<file path="config.mk">
export PLATFORM = sky130hd
export DESIGN_NAME = fpir_top
export DESIGN_NICKNAME = d
export VERILOG_FILES = /design/src/rtl/fpir_pkg.sv /design/src/rtl/fpir_fifo.sv /design/src/rtl/fpir_issue.sv /design/src/rtl/fpir_mul_pack.sv /design/src/rtl/fpir_normalizer.sv /design/src/rtl/fpir_top.sv /design/src/rtl/fpir_unpack.sv
export VERILOG_INCLUDE_DIRS = /design/src /design/src/include
export SDC_FILE = /design/constraint.sdc
export NUM_CORES = 2
export LEC_CHECK = 0
export BUFFER_PORTS_ARGS = -buffer_cell sky130_fd_sc_hd__buf_2
export CORE_MARGIN = 2
export CORE_UTILIZATION = 40
export DETAILED_ROUTE_END_ITERATION = 12
export SYNTH_ARGS = -nofsm -noshare
export SYNTH_HDL_FRONTEND = slang
export SYNTH_SLANG_ARGS = --single-unit
</file>
<file path="constraint.sdc">
create_clock -name clk -period 18.84 [get_ports clk]
set_input_delay 1.884 -clock clk [delete_from_list [all_inputs] [get_ports clk]]
set_output_delay 1.884 -clock clk [all_outputs]
set_load 0.02 [all_outputs]
</file>
<file path="src/include/fpir_cfg.svh">
// FPIR datapath configuration
// Field widths, exponent bias and queue depth

`ifndef FPIR_CFG_SVH
`define FPIR_CFG_SVH

// Wide signed exponent, room for normalized subnormals
`define FPIR_BW_EXPONENT 10

// Significand including the hidden bit
`define FPIR_BW_SIGNIFICAND 24

// Bits below the significand
`define FPIR_BW_GUARD 2

// Bits above the exponent, sign and overflow of exponent math
`define FPIR_BW_OVERFLOW 2

// Encoded value class
`define FPIR_BW_TYPE 3

// Binary32 exponent bias
`define FPIR_BIAS 127

// Whole FPIR value: type, sign, exponent, significand, guard, overflow
`define FPIR_BW_VALUE (`FPIR_BW_TYPE + 1 + `FPIR_BW_EXPONENT + \
	`FPIR_BW_SIGNIFICAND + `FPIR_BW_GUARD + `FPIR_BW_OVERFLOW)

// Queue between issue stage and consumer, power of two
`define FPIR_FIFO_DEPTH 4

`endif

</file>
<file path="src/rtl/fpir_pkg.sv">
// FPIR shared types

`include "fpir_cfg.svh"

package fpir_pkg;

	// ********************************************************
	// Value classes
	// ********************************************************

	// Class of an FPIR value
	// Subnormal encodings count as normal until normalized
	typedef enum logic [`FPIR_BW_TYPE-1:0]
	{
		// Finite nonzero value
		FPIR_TYPE_NORMAL = 3'd0,
		// Positive zero
		FPIR_TYPE_PZERO  = 3'd1,
		// Negative zero
		FPIR_TYPE_MZERO  = 3'd2,
		// Positive infinity
		FPIR_TYPE_PINF   = 3'd3,
		// Negative infinity
		FPIR_TYPE_MINF   = 3'd4,
		// Any NaN, quiet or signaling
		FPIR_TYPE_NAN    = 3'd5
	} fpir_type_e;

	// ********************************************************
	// Request opcodes
	// ********************************************************

	typedef enum logic [0:0]
	{
		// Product of a and b
		FPIR_OP_MUL   = 1'b0,
		// Operand a in canonical form
		FPIR_OP_CANON = 1'b1
	} fpir_op_e;

endpackage

</file>
<file path="src/rtl/fpir_fifo.sv">
// FPIR request FIFO

`timescale 1ns/10ps

`include "fpir_cfg.svh"

module fpir_fifo
(
	input  logic                      clk,
	input  logic                      reset,
	// Write side
	input  logic                      wr_valid,
	output logic                      wr_ready,
	input  fpir_pkg::fpir_op_e        wr_op,
	input  logic [`FPIR_BW_VALUE-1:0] wr_a,
	input  logic [`FPIR_BW_VALUE-1:0] wr_b,
	// Read side, head entry
	output logic                      rd_valid,
	input  logic                      rd_ready,
	output fpir_pkg::fpir_op_e        rd_op,
	output logic [`FPIR_BW_VALUE-1:0] rd_a,
	output logic [`FPIR_BW_VALUE-1:0] rd_b
);

	import fpir_pkg::*;

	localparam int DEPTH = `FPIR_FIFO_DEPTH;
	localparam int BW_PTR = $clog2(DEPTH);
	localparam int BW_CNT = BW_PTR + 1;

	// Storage
	fpir_op_e                  op_mem [DEPTH];
	logic [`FPIR_BW_VALUE-1:0] a_mem  [DEPTH];
	logic [`FPIR_BW_VALUE-1:0] b_mem  [DEPTH];

	logic [BW_PTR-1:0] wr_ptr;
	logic [BW_PTR-1:0] rd_ptr;
	logic [BW_CNT-1:0] count;
	logic              push;
	logic              pop;

	// Full still takes a write when the head leaves in the same cycle
	assign wr_ready = (count != BW_CNT'(DEPTH)) || rd_ready;
	assign rd_valid = (count != '0);

	assign push = wr_valid && wr_ready;
	assign pop  = rd_valid && rd_ready;

	// Head is read straight from storage
	assign rd_op = op_mem[rd_ptr];
	assign rd_a  = a_mem[rd_ptr];
	assign rd_b  = b_mem[rd_ptr];

	always_ff @(posedge clk)
	begin
		if (push)
		begin
			op_mem[wr_ptr] <= wr_op;
			a_mem[wr_ptr]  <= wr_a;
			b_mem[wr_ptr]  <= wr_b;
		end
	end

	// Pointers wrap on their own, depth is a power of two
	always_ff @(posedge clk)
	begin
		if (reset)
		begin
			wr_ptr <= '0;
			rd_ptr <= '0;
			count  <= '0;
		end
		else
		begin
			if (push)
				wr_ptr <= wr_ptr + BW_PTR'(1);
			if (pop)
				rd_ptr <= rd_ptr + BW_PTR'(1);
			if (push && !pop)
				count <= count + BW_CNT'(1);
			else if (pop && !push)
				count <= count - BW_CNT'(1);
		end
	end

endmodule

</file>
<file path="src/rtl/fpir_issue.sv">
// FPIR issue stage
// Unpacks and normalizes both operands

`timescale 1ns/10ps

`include "fpir_cfg.svh"

module fpir_issue
(
	input  logic                      clk,
	input  logic                      reset,
	// Request side
	input  logic                      in_valid,
	output logic                      in_ready,
	input  fpir_pkg::fpir_op_e        in_op,
	input  logic [31:0]               in_a,
	input  logic [31:0]               in_b,
	// Toward the FIFO
	output logic                      iss_valid,
	input  logic                      iss_ready,
	output fpir_pkg::fpir_op_e        iss_op,
	output logic [`FPIR_BW_VALUE-1:0] iss_a,
	output logic [`FPIR_BW_VALUE-1:0] iss_b
);

	logic                      in_accept;
	logic [`FPIR_BW_VALUE-1:0] raw_a;
	logic [`FPIR_BW_VALUE-1:0] raw_b;
	logic [`FPIR_BW_VALUE-1:0] norm_a;
	logic [`FPIR_BW_VALUE-1:0] norm_b;

	// ********************************************************
	// Operand conversion
	// ********************************************************

	fpir_unpack i_unpack_a
	(
		.word  (in_a),
		.value (raw_a)
	);

	fpir_unpack i_unpack_b
	(
		.word  (in_b),
		.value (raw_b)
	);

	// Subnormal significands get their hidden bit back
	fpir_normalizer i_norm_a
	(
		.value_in  (raw_a),
		.value_out (norm_a)
	);

	fpir_normalizer i_norm_b
	(
		.value_in  (raw_b),
		.value_out (norm_b)
	);

	// ********************************************************
	// Output register
	// ********************************************************

	// Closed in reset, then a free slot or the held entry leaves this cycle
	assign in_ready  = !reset && (!iss_valid || iss_ready);
	assign in_accept = in_valid && in_ready;

	always_ff @(posedge clk)
	begin
		if (reset)
			iss_valid <= 1'b0;
		else if (in_accept)
			iss_valid <= 1'b1;
		else if (iss_ready)
			iss_valid <= 1'b0;
	end

	always_ff @(posedge clk)
	begin
		if (in_accept)
		begin
			iss_op <= in_op;
			iss_a  <= norm_a;
			iss_b  <= norm_b;
		end
	end

endmodule

</file>
<file path="src/rtl/fpir_mul_pack.sv">
// FPIR multiply and binary32 pack
// Consumer side with output register

`timescale 1ns/10ps

`include "fpir_cfg.svh"

module fpir_mul_pack
(
	input  logic                      clk,
	input  logic                      reset,
	// FIFO head
	input  logic                      head_valid,
	output logic                      head_ready,
	input  fpir_pkg::fpir_op_e        head_op,
	input  logic [`FPIR_BW_VALUE-1:0] head_a,
	input  logic [`FPIR_BW_VALUE-1:0] head_b,
	// Result side
	output logic                      out_valid,
	input  logic                      out_ready,
	output logic [31:0]               out_result
);

	import fpir_pkg::*;

	localparam int BW_SIG     = `FPIR_BW_SIGNIFICAND;
	localparam int BW_EXT_EXP = `FPIR_BW_OVERFLOW + `FPIR_BW_EXPONENT;
	localparam int BW_PROD    = 2 * BW_SIG;
	// Field positions, overflow bits at the bottom
	localparam int POS_SIG    = `FPIR_BW_OVERFLOW + `FPIR_BW_GUARD;
	localparam int POS_EXP    = POS_SIG + BW_SIG;
	localparam int POS_SIGN   = POS_EXP + `FPIR_BW_EXPONENT;
	localparam int POS_TYPE   = POS_SIGN + 1;
	localparam logic signed [BW_EXT_EXP-1:0] BIAS_EXT = `FPIR_BIAS;
	localparam logic [31:0] QNAN = 32'h7FC0_0000;

	logic [`FPIR_BW_TYPE-1:0]     a_type;
	logic [`FPIR_BW_TYPE-1:0]     b_type;
	logic                         a_sign;
	logic                         b_sign;
	logic signed [BW_EXT_EXP-1:0] a_exp;
	logic signed [BW_EXT_EXP-1:0] b_exp;
	logic [BW_SIG-1:0]            a_sig;
	logic [BW_SIG-1:0]            b_sig;

	logic a_nan;
	logic a_inf;
	logic a_zero;
	logic b_nan;
	logic b_inf;
	logic b_zero;

	logic [BW_PROD-1:0]           prod;
	logic                         prod_top;
	logic signed [BW_EXT_EXP-1:0] top_inc;
	logic signed [BW_EXT_EXP-1:0] mul_exp;
	logic [BW_SIG-2:0]            mul_man;
	logic                         mul_sign;
	logic [31:0]                  result;
	logic                         pop;

	// Flush below the smallest normal, saturate above the largest finite
	function automatic logic [31:0] pack_finite
	(
		input logic                         sign,
		input logic signed [BW_EXT_EXP-1:0] exp_unb,
		input logic [BW_SIG-2:0]            man
	);
		logic signed [BW_EXT_EXP-1:0] exp_biased;
		exp_biased = exp_unb + BIAS_EXT;
		if (exp_biased <= 0)
			return {sign, 31'd0};
		else if (exp_biased >= 255)
			return {sign, 8'hFF, 23'd0};
		else
			return {sign, exp_biased[7:0], man};
	endfunction

	// ********************************************************
	// Field extraction
	// ********************************************************

	assign a_type = head_a[POS_TYPE +: `FPIR_BW_TYPE];
	assign b_type = head_b[POS_TYPE +: `FPIR_BW_TYPE];
	assign a_sign = head_a[POS_SIGN];
	assign b_sign = head_b[POS_SIGN];
	assign a_exp  = $signed({head_a[`FPIR_BW_OVERFLOW-1:0], head_a[POS_EXP +: `FPIR_BW_EXPONENT]});
	assign b_exp  = $signed({head_b[`FPIR_BW_OVERFLOW-1:0], head_b[POS_EXP +: `FPIR_BW_EXPONENT]});
	assign a_sig  = head_a[POS_SIG +: BW_SIG];
	assign b_sig  = head_b[POS_SIG +: BW_SIG];

	assign a_nan  = (a_type == FPIR_TYPE_NAN);
	assign b_nan  = (b_type == FPIR_TYPE_NAN);
	assign a_inf  = (a_type == FPIR_TYPE_PINF) || (a_type == FPIR_TYPE_MINF);
	assign b_inf  = (b_type == FPIR_TYPE_PINF) || (b_type == FPIR_TYPE_MINF);
	assign a_zero = (a_type == FPIR_TYPE_PZERO) || (a_type == FPIR_TYPE_MZERO);
	assign b_zero = (b_type == FPIR_TYPE_PZERO) || (b_type == FPIR_TYPE_MZERO);

	// ********************************************************
	// Significand product
	// ********************************************************

	// Both inputs are normalized, so the product top sits in one of two bits
	assign prod     = a_sig * b_sig;
	assign prod_top = prod[BW_PROD-1];
	assign top_inc  = {{(BW_EXT_EXP-1){1'b0}}, prod_top};
	assign mul_exp  = a_exp + b_exp + top_inc;
	// Truncate below the kept mantissa
	assign mul_man  = prod_top ? prod[BW_PROD-2 -: BW_SIG-1] : prod[BW_PROD-3 -: BW_SIG-1];
	assign mul_sign = a_sign ^ b_sign;

	// Specials first, then the finite path
	always_comb
	begin
		if (head_op == FPIR_OP_CANON)
		begin
			if (a_nan)
				result = QNAN;
			else if (a_inf)
				result = {a_sign, 8'hFF, 23'd0};
			else if (a_zero)
				result = {a_sign, 31'd0};
			else
				result = pack_finite(a_sign, a_exp, a_sig[BW_SIG-2:0]);
		end
		else if (a_nan || b_nan || (a_inf && b_zero) || (a_zero && b_inf))
			result = QNAN;
		else if (a_inf || b_inf)
			result = {mul_sign, 8'hFF, 23'd0};
		else if (a_zero || b_zero)
			result = {mul_sign, 31'd0};
		else
			result = pack_finite(mul_sign, mul_exp, mul_man);
	end

	// ********************************************************
	// Output register
	// ********************************************************

	assign head_ready = !out_valid || out_ready;
	assign pop        = head_valid && head_ready;

	always_ff @(posedge clk)
	begin
		if (reset)
			out_valid <= 1'b0;
		else if (pop)
			out_valid <= 1'b1;
		else if (out_ready)
			out_valid <= 1'b0;
	end

	always_ff @(posedge clk)
	begin
		if (pop)
			out_result <= result;
	end

endmodule

</file>
<file path="src/rtl/fpir_normalizer.sv">
// FPIR significand normalizer

`timescale 1ns/10ps

`include "fpir_cfg.svh"

module fpir_normalizer
(
	input  logic [`FPIR_BW_VALUE-1:0] value_in,
	output logic [`FPIR_BW_VALUE-1:0] value_out
);

	import fpir_pkg::*;

	localparam int BW_EXT_EXP = `FPIR_BW_OVERFLOW + `FPIR_BW_EXPONENT;
	localparam int BW_EXT_SIG = `FPIR_BW_SIGNIFICAND + `FPIR_BW_GUARD;
	// Count range is 0 to BW_EXT_SIG inclusive
	localparam int BW_COUNT   = $clog2(BW_EXT_SIG + 1);

	// Incoming fields
	logic [`FPIR_BW_TYPE-1:0]        in_type;
	logic                            in_sign;
	logic [`FPIR_BW_EXPONENT-1:0]    in_exp;
	logic [`FPIR_BW_SIGNIFICAND-1:0] in_sig;
	logic [`FPIR_BW_GUARD-1:0]       in_guard;
	logic [`FPIR_BW_OVERFLOW-1:0]    in_ovf;

	// Working values
	logic signed [BW_EXT_EXP-1:0] exp_ext;
	logic signed [BW_EXT_EXP-1:0] exp_adj;
	logic [BW_EXT_SIG-1:0]        sig_ext;
	logic [BW_EXT_SIG-1:0]        sig_shift;
	logic [BW_COUNT-1:0]          lz_count;
	logic [BW_COUNT-1:0]          shift_amount;
	logic                         sig_zero;
	logic                         is_normal;
	logic [`FPIR_BW_TYPE-1:0]     out_type;

	assign {in_type, in_sign, in_exp, in_sig, in_guard, in_ovf} = value_in;

	// Overflow bits sit above the exponent
	assign exp_ext = $signed({in_ovf, in_exp});
	// Guard bits sit below the significand
	assign sig_ext = {in_sig, in_guard};

	assign is_normal = (in_type == FPIR_TYPE_NORMAL);
	assign sig_zero  = ~|sig_ext;

	// ********************************************************
	// Leading zero count
	// ********************************************************

	// Scan from the LSB so the highest set bit wins
	always_comb
	begin
		lz_count = BW_COUNT'(BW_EXT_SIG);
		for (int i = 0; i < BW_EXT_SIG; i++)
		begin
			if (sig_ext[i])
				lz_count = BW_COUNT'(BW_EXT_SIG - 1 - i);
		end
	end

	// Only a nonzero normal value is shifted
	assign shift_amount = (is_normal && !sig_zero) ? lz_count : '0;

	// ********************************************************
	// Shift and exponent adjust
	// ********************************************************

	assign sig_shift = sig_ext << shift_amount;
	assign exp_adj   = exp_ext - $signed({1'b0, shift_amount});

	// A normal value with nothing left becomes a signed zero
	always_comb
	begin
		if (is_normal && sig_zero)
		begin
			if (in_sign)
				out_type = FPIR_TYPE_MZERO;
			else
				out_type = FPIR_TYPE_PZERO;
		end
		else
			out_type = in_type;
	end

	assign value_out = {out_type, in_sign, exp_adj[`FPIR_BW_EXPONENT-1:0], sig_shift,
		exp_adj[BW_EXT_EXP-1:`FPIR_BW_EXPONENT]};

endmodule

</file>
<file path="src/rtl/fpir_top.sv">
// FPIR datapath top level

`timescale 1ns/10ps

`include "fpir_cfg.svh"

module fpir_top
(
	input  logic               clk,
	input  logic               reset,
	// Requests
	input  logic               in_valid,
	output logic               in_ready,
	input  fpir_pkg::fpir_op_e in_op,
	input  logic [31:0]        in_a,
	input  logic [31:0]        in_b,
	// Results
	output logic               out_valid,
	input  logic               out_ready,
	output logic [31:0]        out_result
);

	import fpir_pkg::*;

	// Issue stage to FIFO
	logic                      iss_valid;
	logic                      iss_ready;
	fpir_op_e                  iss_op;
	logic [`FPIR_BW_VALUE-1:0] iss_a;
	logic [`FPIR_BW_VALUE-1:0] iss_b;

	// FIFO head to consumer
	logic                      head_valid;
	logic                      head_ready;
	fpir_op_e                  head_op;
	logic [`FPIR_BW_VALUE-1:0] head_a;
	logic [`FPIR_BW_VALUE-1:0] head_b;

	fpir_issue i_issue
	(
		.clk       (clk),
		.reset     (reset),
		.in_valid  (in_valid),
		.in_ready  (in_ready),
		.in_op     (in_op),
		.in_a      (in_a),
		.in_b      (in_b),
		.iss_valid (iss_valid),
		.iss_ready (iss_ready),
		.iss_op    (iss_op),
		.iss_a     (iss_a),
		.iss_b     (iss_b)
	);

	// Absorbs output back-pressure before it reaches the requester
	fpir_fifo i_fifo
	(
		.clk      (clk),
		.reset    (reset),
		.wr_valid (iss_valid),
		.wr_ready (iss_ready),
		.wr_op    (iss_op),
		.wr_a     (iss_a),
		.wr_b     (iss_b),
		.rd_valid (head_valid),
		.rd_ready (head_ready),
		.rd_op    (head_op),
		.rd_a     (head_a),
		.rd_b     (head_b)
	);

	fpir_mul_pack i_mul_pack
	(
		.clk        (clk),
		.reset      (reset),
		.head_valid (head_valid),
		.head_ready (head_ready),
		.head_op    (head_op),
		.head_a     (head_a),
		.head_b     (head_b),
		.out_valid  (out_valid),
		.out_ready  (out_ready),
		.out_result (out_result)
	);

endmodule

</file>
<file path="src/rtl/fpir_unpack.sv">
// Binary32 to FPIR unpacker

`timescale 1ns/10ps

`include "fpir_cfg.svh"

module fpir_unpack
(
	input  logic [31:0]               word,
	output logic [`FPIR_BW_VALUE-1:0] value
);

	import fpir_pkg::*;

	// Exponent together with its overflow bits
	localparam int BW_EXT_EXP = `FPIR_BW_OVERFLOW + `FPIR_BW_EXPONENT;
	localparam logic signed [BW_EXT_EXP-1:0] BIAS_EXT = `FPIR_BIAS;

	// Raw binary32 fields
	logic        word_sign;
	logic [7:0]  word_exp;
	logic [22:0] word_man;

	logic exp_zero;
	logic exp_ones;
	logic man_zero;

	// Subnormals use the minimum normal exponent
	logic [7:0] exp_eff;

	fpir_type_e                      val_type;
	logic signed [BW_EXT_EXP-1:0]    val_exp_ext;
	logic [`FPIR_BW_SIGNIFICAND-1:0] val_sig;

	assign word_sign = word[31];
	assign word_exp  = word[30:23];
	assign word_man  = word[22:0];

	assign exp_zero = (word_exp == 8'h00);
	assign exp_ones = (word_exp == 8'hFF);
	assign man_zero = (word_man == 23'd0);

	// Classify the encoding
	always_comb
	begin
		if (exp_ones && !man_zero)
			val_type = FPIR_TYPE_NAN;
		else if (exp_ones && word_sign)
			val_type = FPIR_TYPE_MINF;
		else if (exp_ones)
			val_type = FPIR_TYPE_PINF;
		else if (exp_zero && man_zero && word_sign)
			val_type = FPIR_TYPE_MZERO;
		else if (exp_zero && man_zero)
			val_type = FPIR_TYPE_PZERO;
		else
			val_type = FPIR_TYPE_NORMAL;
	end

	// Hidden bit only on normal encodings
	assign val_sig = {!exp_zero && !exp_ones, word_man};

	// Unbiased exponent, sign extended into the overflow bits
	assign exp_eff     = exp_zero ? 8'd1 : word_exp;
	assign val_exp_ext = $signed({{(BW_EXT_EXP-8){1'b0}}, exp_eff}) - BIAS_EXT;

	assign value = {val_type, word_sign, val_exp_ext[`FPIR_BW_EXPONENT-1:0], val_sig,
		{`FPIR_BW_GUARD{1'b0}}, val_exp_ext[BW_EXT_EXP-1:`FPIR_BW_EXPONENT]};

endmodule

</file>
==> out/summary.txt <==
die height: 318 um
Final nets: 4509
Final Hold Vio Count: 0
Worst Hold Class: reg2reg
yosys warns: 0
Setup violations, final: 0
CTS tree: yes
filler cell count: 9325
post-CTS sizing: 0
grt ovf: 0
CTS hold repair buffers: 0
Final Util: 43.8%
vias in the first global route: 27.6k
Remaining DRCs: 0
Synth Register Bits: 448
Register Area: 0.0134 mm2
GR Util All Layers: 21.6%
initial core utilization: 40.3%
Max Slew Vio Count: 0
Critical-path top delay cell: o21ai_1
relative slew slack: 8.15%
cells after synthesis: 3704
CP Launch Type: register
Post-CTS Setup Inserts: 0
row cnt: 115
Synth Flop Type: edfxtp_1
largest area contributor in the synthesized netlist: edfxtp_1
Clock transition at path regs: 0.07 ns
CP endpoint kind: register
CP max stage delay: 0.97 ns
clock root buffer: clkbuf_16
DPL Wire Length: 83.3 mm
Simple-Gate Fraction of Synth Area: 11.6%
Avg Cell Area, Syn: 10.7 um2
synthesized area: 0.0396 mm2
hold_ws: 0.452 ns
skew final: 0.0754 ns
XOR/XNOR Fraction of Synth Area: 1.64%
synth unique cells: 81
post-synthesis sequential area ratio: 33.7%
period utilization: 70.2%
largest net degree at the start of global routing: 82
area share of the largest cell type after synthesis: 33.2%
achievable frequency: 75.6 MHz
num ports: 103
share of layout cells above drive strength 1: 9.77%
commonest non-fill, non-tap cell in the layout: inv_1
multi-input logic area: 0.0233 mm2
CTS Buffer Depth: 3
Post-synth ARST share: 0%
worst endpoint required time: 19.31 ns
Critical Path AT: 13.70 ns
routed vias: 27.3k
Synth area leaders: edfxtp_1 33%, fa_1 25%, ha_1 6.6%
clk sink count: 448
H-tree levels: 2
max-cap violations: 0
synthesized net count: 4467
post-route ant nets: 0
DIE AREA: 0.101 mm2
worst-margin pin slew: 1.37 ns
commonest non-fill, non-tap cells in the layout: 602 x inv_1, 485 x fa_1, 455 x nand2_1
min cycle time layout: 13.23 ns
Max Fanout on Critical Path: 43
initial antenna violation count: 3
Die X: 318 um
RSZ-0062 raised after global routing: no
initial DRC count: 2261
post-DR wirelength/cell: 21.6 um
area of the core: 0.0981 mm2
first-pass iteration count of the detailed router: 6
CP Class: reg2reg
DR vias/cell: 5.38
most used cell, CP: fa_1
IO buf count: 102
GPL Wtd Cong: 0.941
first-pass GRT wire length: 167 mm
outcome: finished clean
Area Overhead vs Synth: 8.54%
largest family of logic cells by synthesized area: adder cells
clock network latency to the later pin of the worst-skew pair: 0.63 ns
EDFF count, synth: 437
Synth Area in Adders: 31.2%
setup TNS: 0 ns
post-synthesis mux area share: 7.11%
final wirelength: 109 mm
Compound-Gate Fraction of Synth Area: 7.21%
TritonCTS buffer count: 45
==> worst max-delay path, delay by kind of cell, from the launching register on <==
kind / cells / cell delay (ns)
AOI/OAI and AO/OA: 9 / 2.87
buffers and inverters: 8 / 1.06
and+or+nand+nor: 10 / 2.90
DFF: 1 / 0.73
adders and majority gates: 9 / 3.95
muxes: 2 / 0.72
xor gates and xnor gates: 1 / 0.69
==> Yosys cell counts, types with 8 or more instances <==
library cell	number
edfxtp_1	437
o21ai_0	84
dfxtp_1	11
xor2_1	23
a21o_1	15
o31ai_1	11
mux2i_1	110
o21a_1	45
clkbuf_1	118
nor3_1	27
nand2b_1	26
nand3_1	32
mux2_2	61
buf_1	12
o221ai_1	18
fa_1	485
nand4_1	9
xnor2_1	48
o211ai_1	14
o21bai_1	15
nor2b_1	15
inv_1	602
nor4_1	15
nand2_1	455
mux4_2	45
and3_1	20
and2_1	46
a21oi_1	127
o21ai_1	26
o22ai_1	16
a22oi_1	8
nor2_1	365
a211oi_1	19
ha_1	209
buf_2	19
==> layout make-up <==
class,instances,area share (%)
Timing Repair Buffer,155,2.12
Clock buffer,62,2.84
Tap cell,1287,3.75
Multi-Input combinational cell,2493,54.4
Inverter,603,5.27
Antenna cell,1,0.00583
Sequential cell,448,31.1
Clock inverter,17,0.545
==> sequential cells by signal (all words and copies together) (netlist names), named ones only <==
register,flops
i_fifo.a_mem,160
i_fifo.b_mem,160
i_fifo.count,3
i_fifo.op_mem,4
i_fifo.rd_ptr,2
i_fifo.wr_ptr,2
i_issue.iss_a,40
i_issue.iss_b,40
i_issue.iss_op,1
i_issue.iss_valid,1
i_mul_pack.out_result,32
i_mul_pack.out_valid,1
==> kinds of logic (layout without fill, tap and decap cells) <==
logic type	after synthesis	count (layout)
AOI/OAI and AO/OA	448	448
xor gates and xnor gates	72	72
adders and majority gates	696	696
buffers and inverters	763	837
DFF	448	448
muxes	217	217
other	0	1
and+or+nand+nor	1060	1060
==> layer usage <==
metal	vias to the layer above	track usage [%]	wire length [um]
li1	12300	-	-
met5	-	0	7
met4	2	6.14	3410
met1	13600	31.3	48100
met2	1170	32.6	47200
met3	176	4.62	10700
==> stage by stage <==
| stage | setup WS (ns) | area [um2] | instances |
|---|---|---|---|
| floorplan | 7.34 | 39600 | 3704 |
| global placement | 5.86 | 41500 | 4986 |
| detailed placement | 5.68 | 41500 | 4986 |
| CTS | 5.65 | 42900 | 5065 |
| global route | 4.90 | 42900 | 5065 |
| finish | 5.61 | 42900 | 5066 |
==> final timing paths <==
check | start | to | slack (ns) | cells after the start
setup / recovery | register | i_mul_pack.out_result[17] | 5.61 | 39
hold / removal | i_issue.iss_b[20] | i_fifo.b_mem[0][20] | 0.45 | 0
setup reg to reg | register | i_mul_pack.out_result[17] | 5.61 | 39
hold reg to reg | i_issue.iss_b[20] | i_fifo.b_mem[0][20] | 0.45 | 0
Power is left out: the tool's default activity adds up to more than one toggle a clock period on the data nets, which glitch-free logic cannot reach.
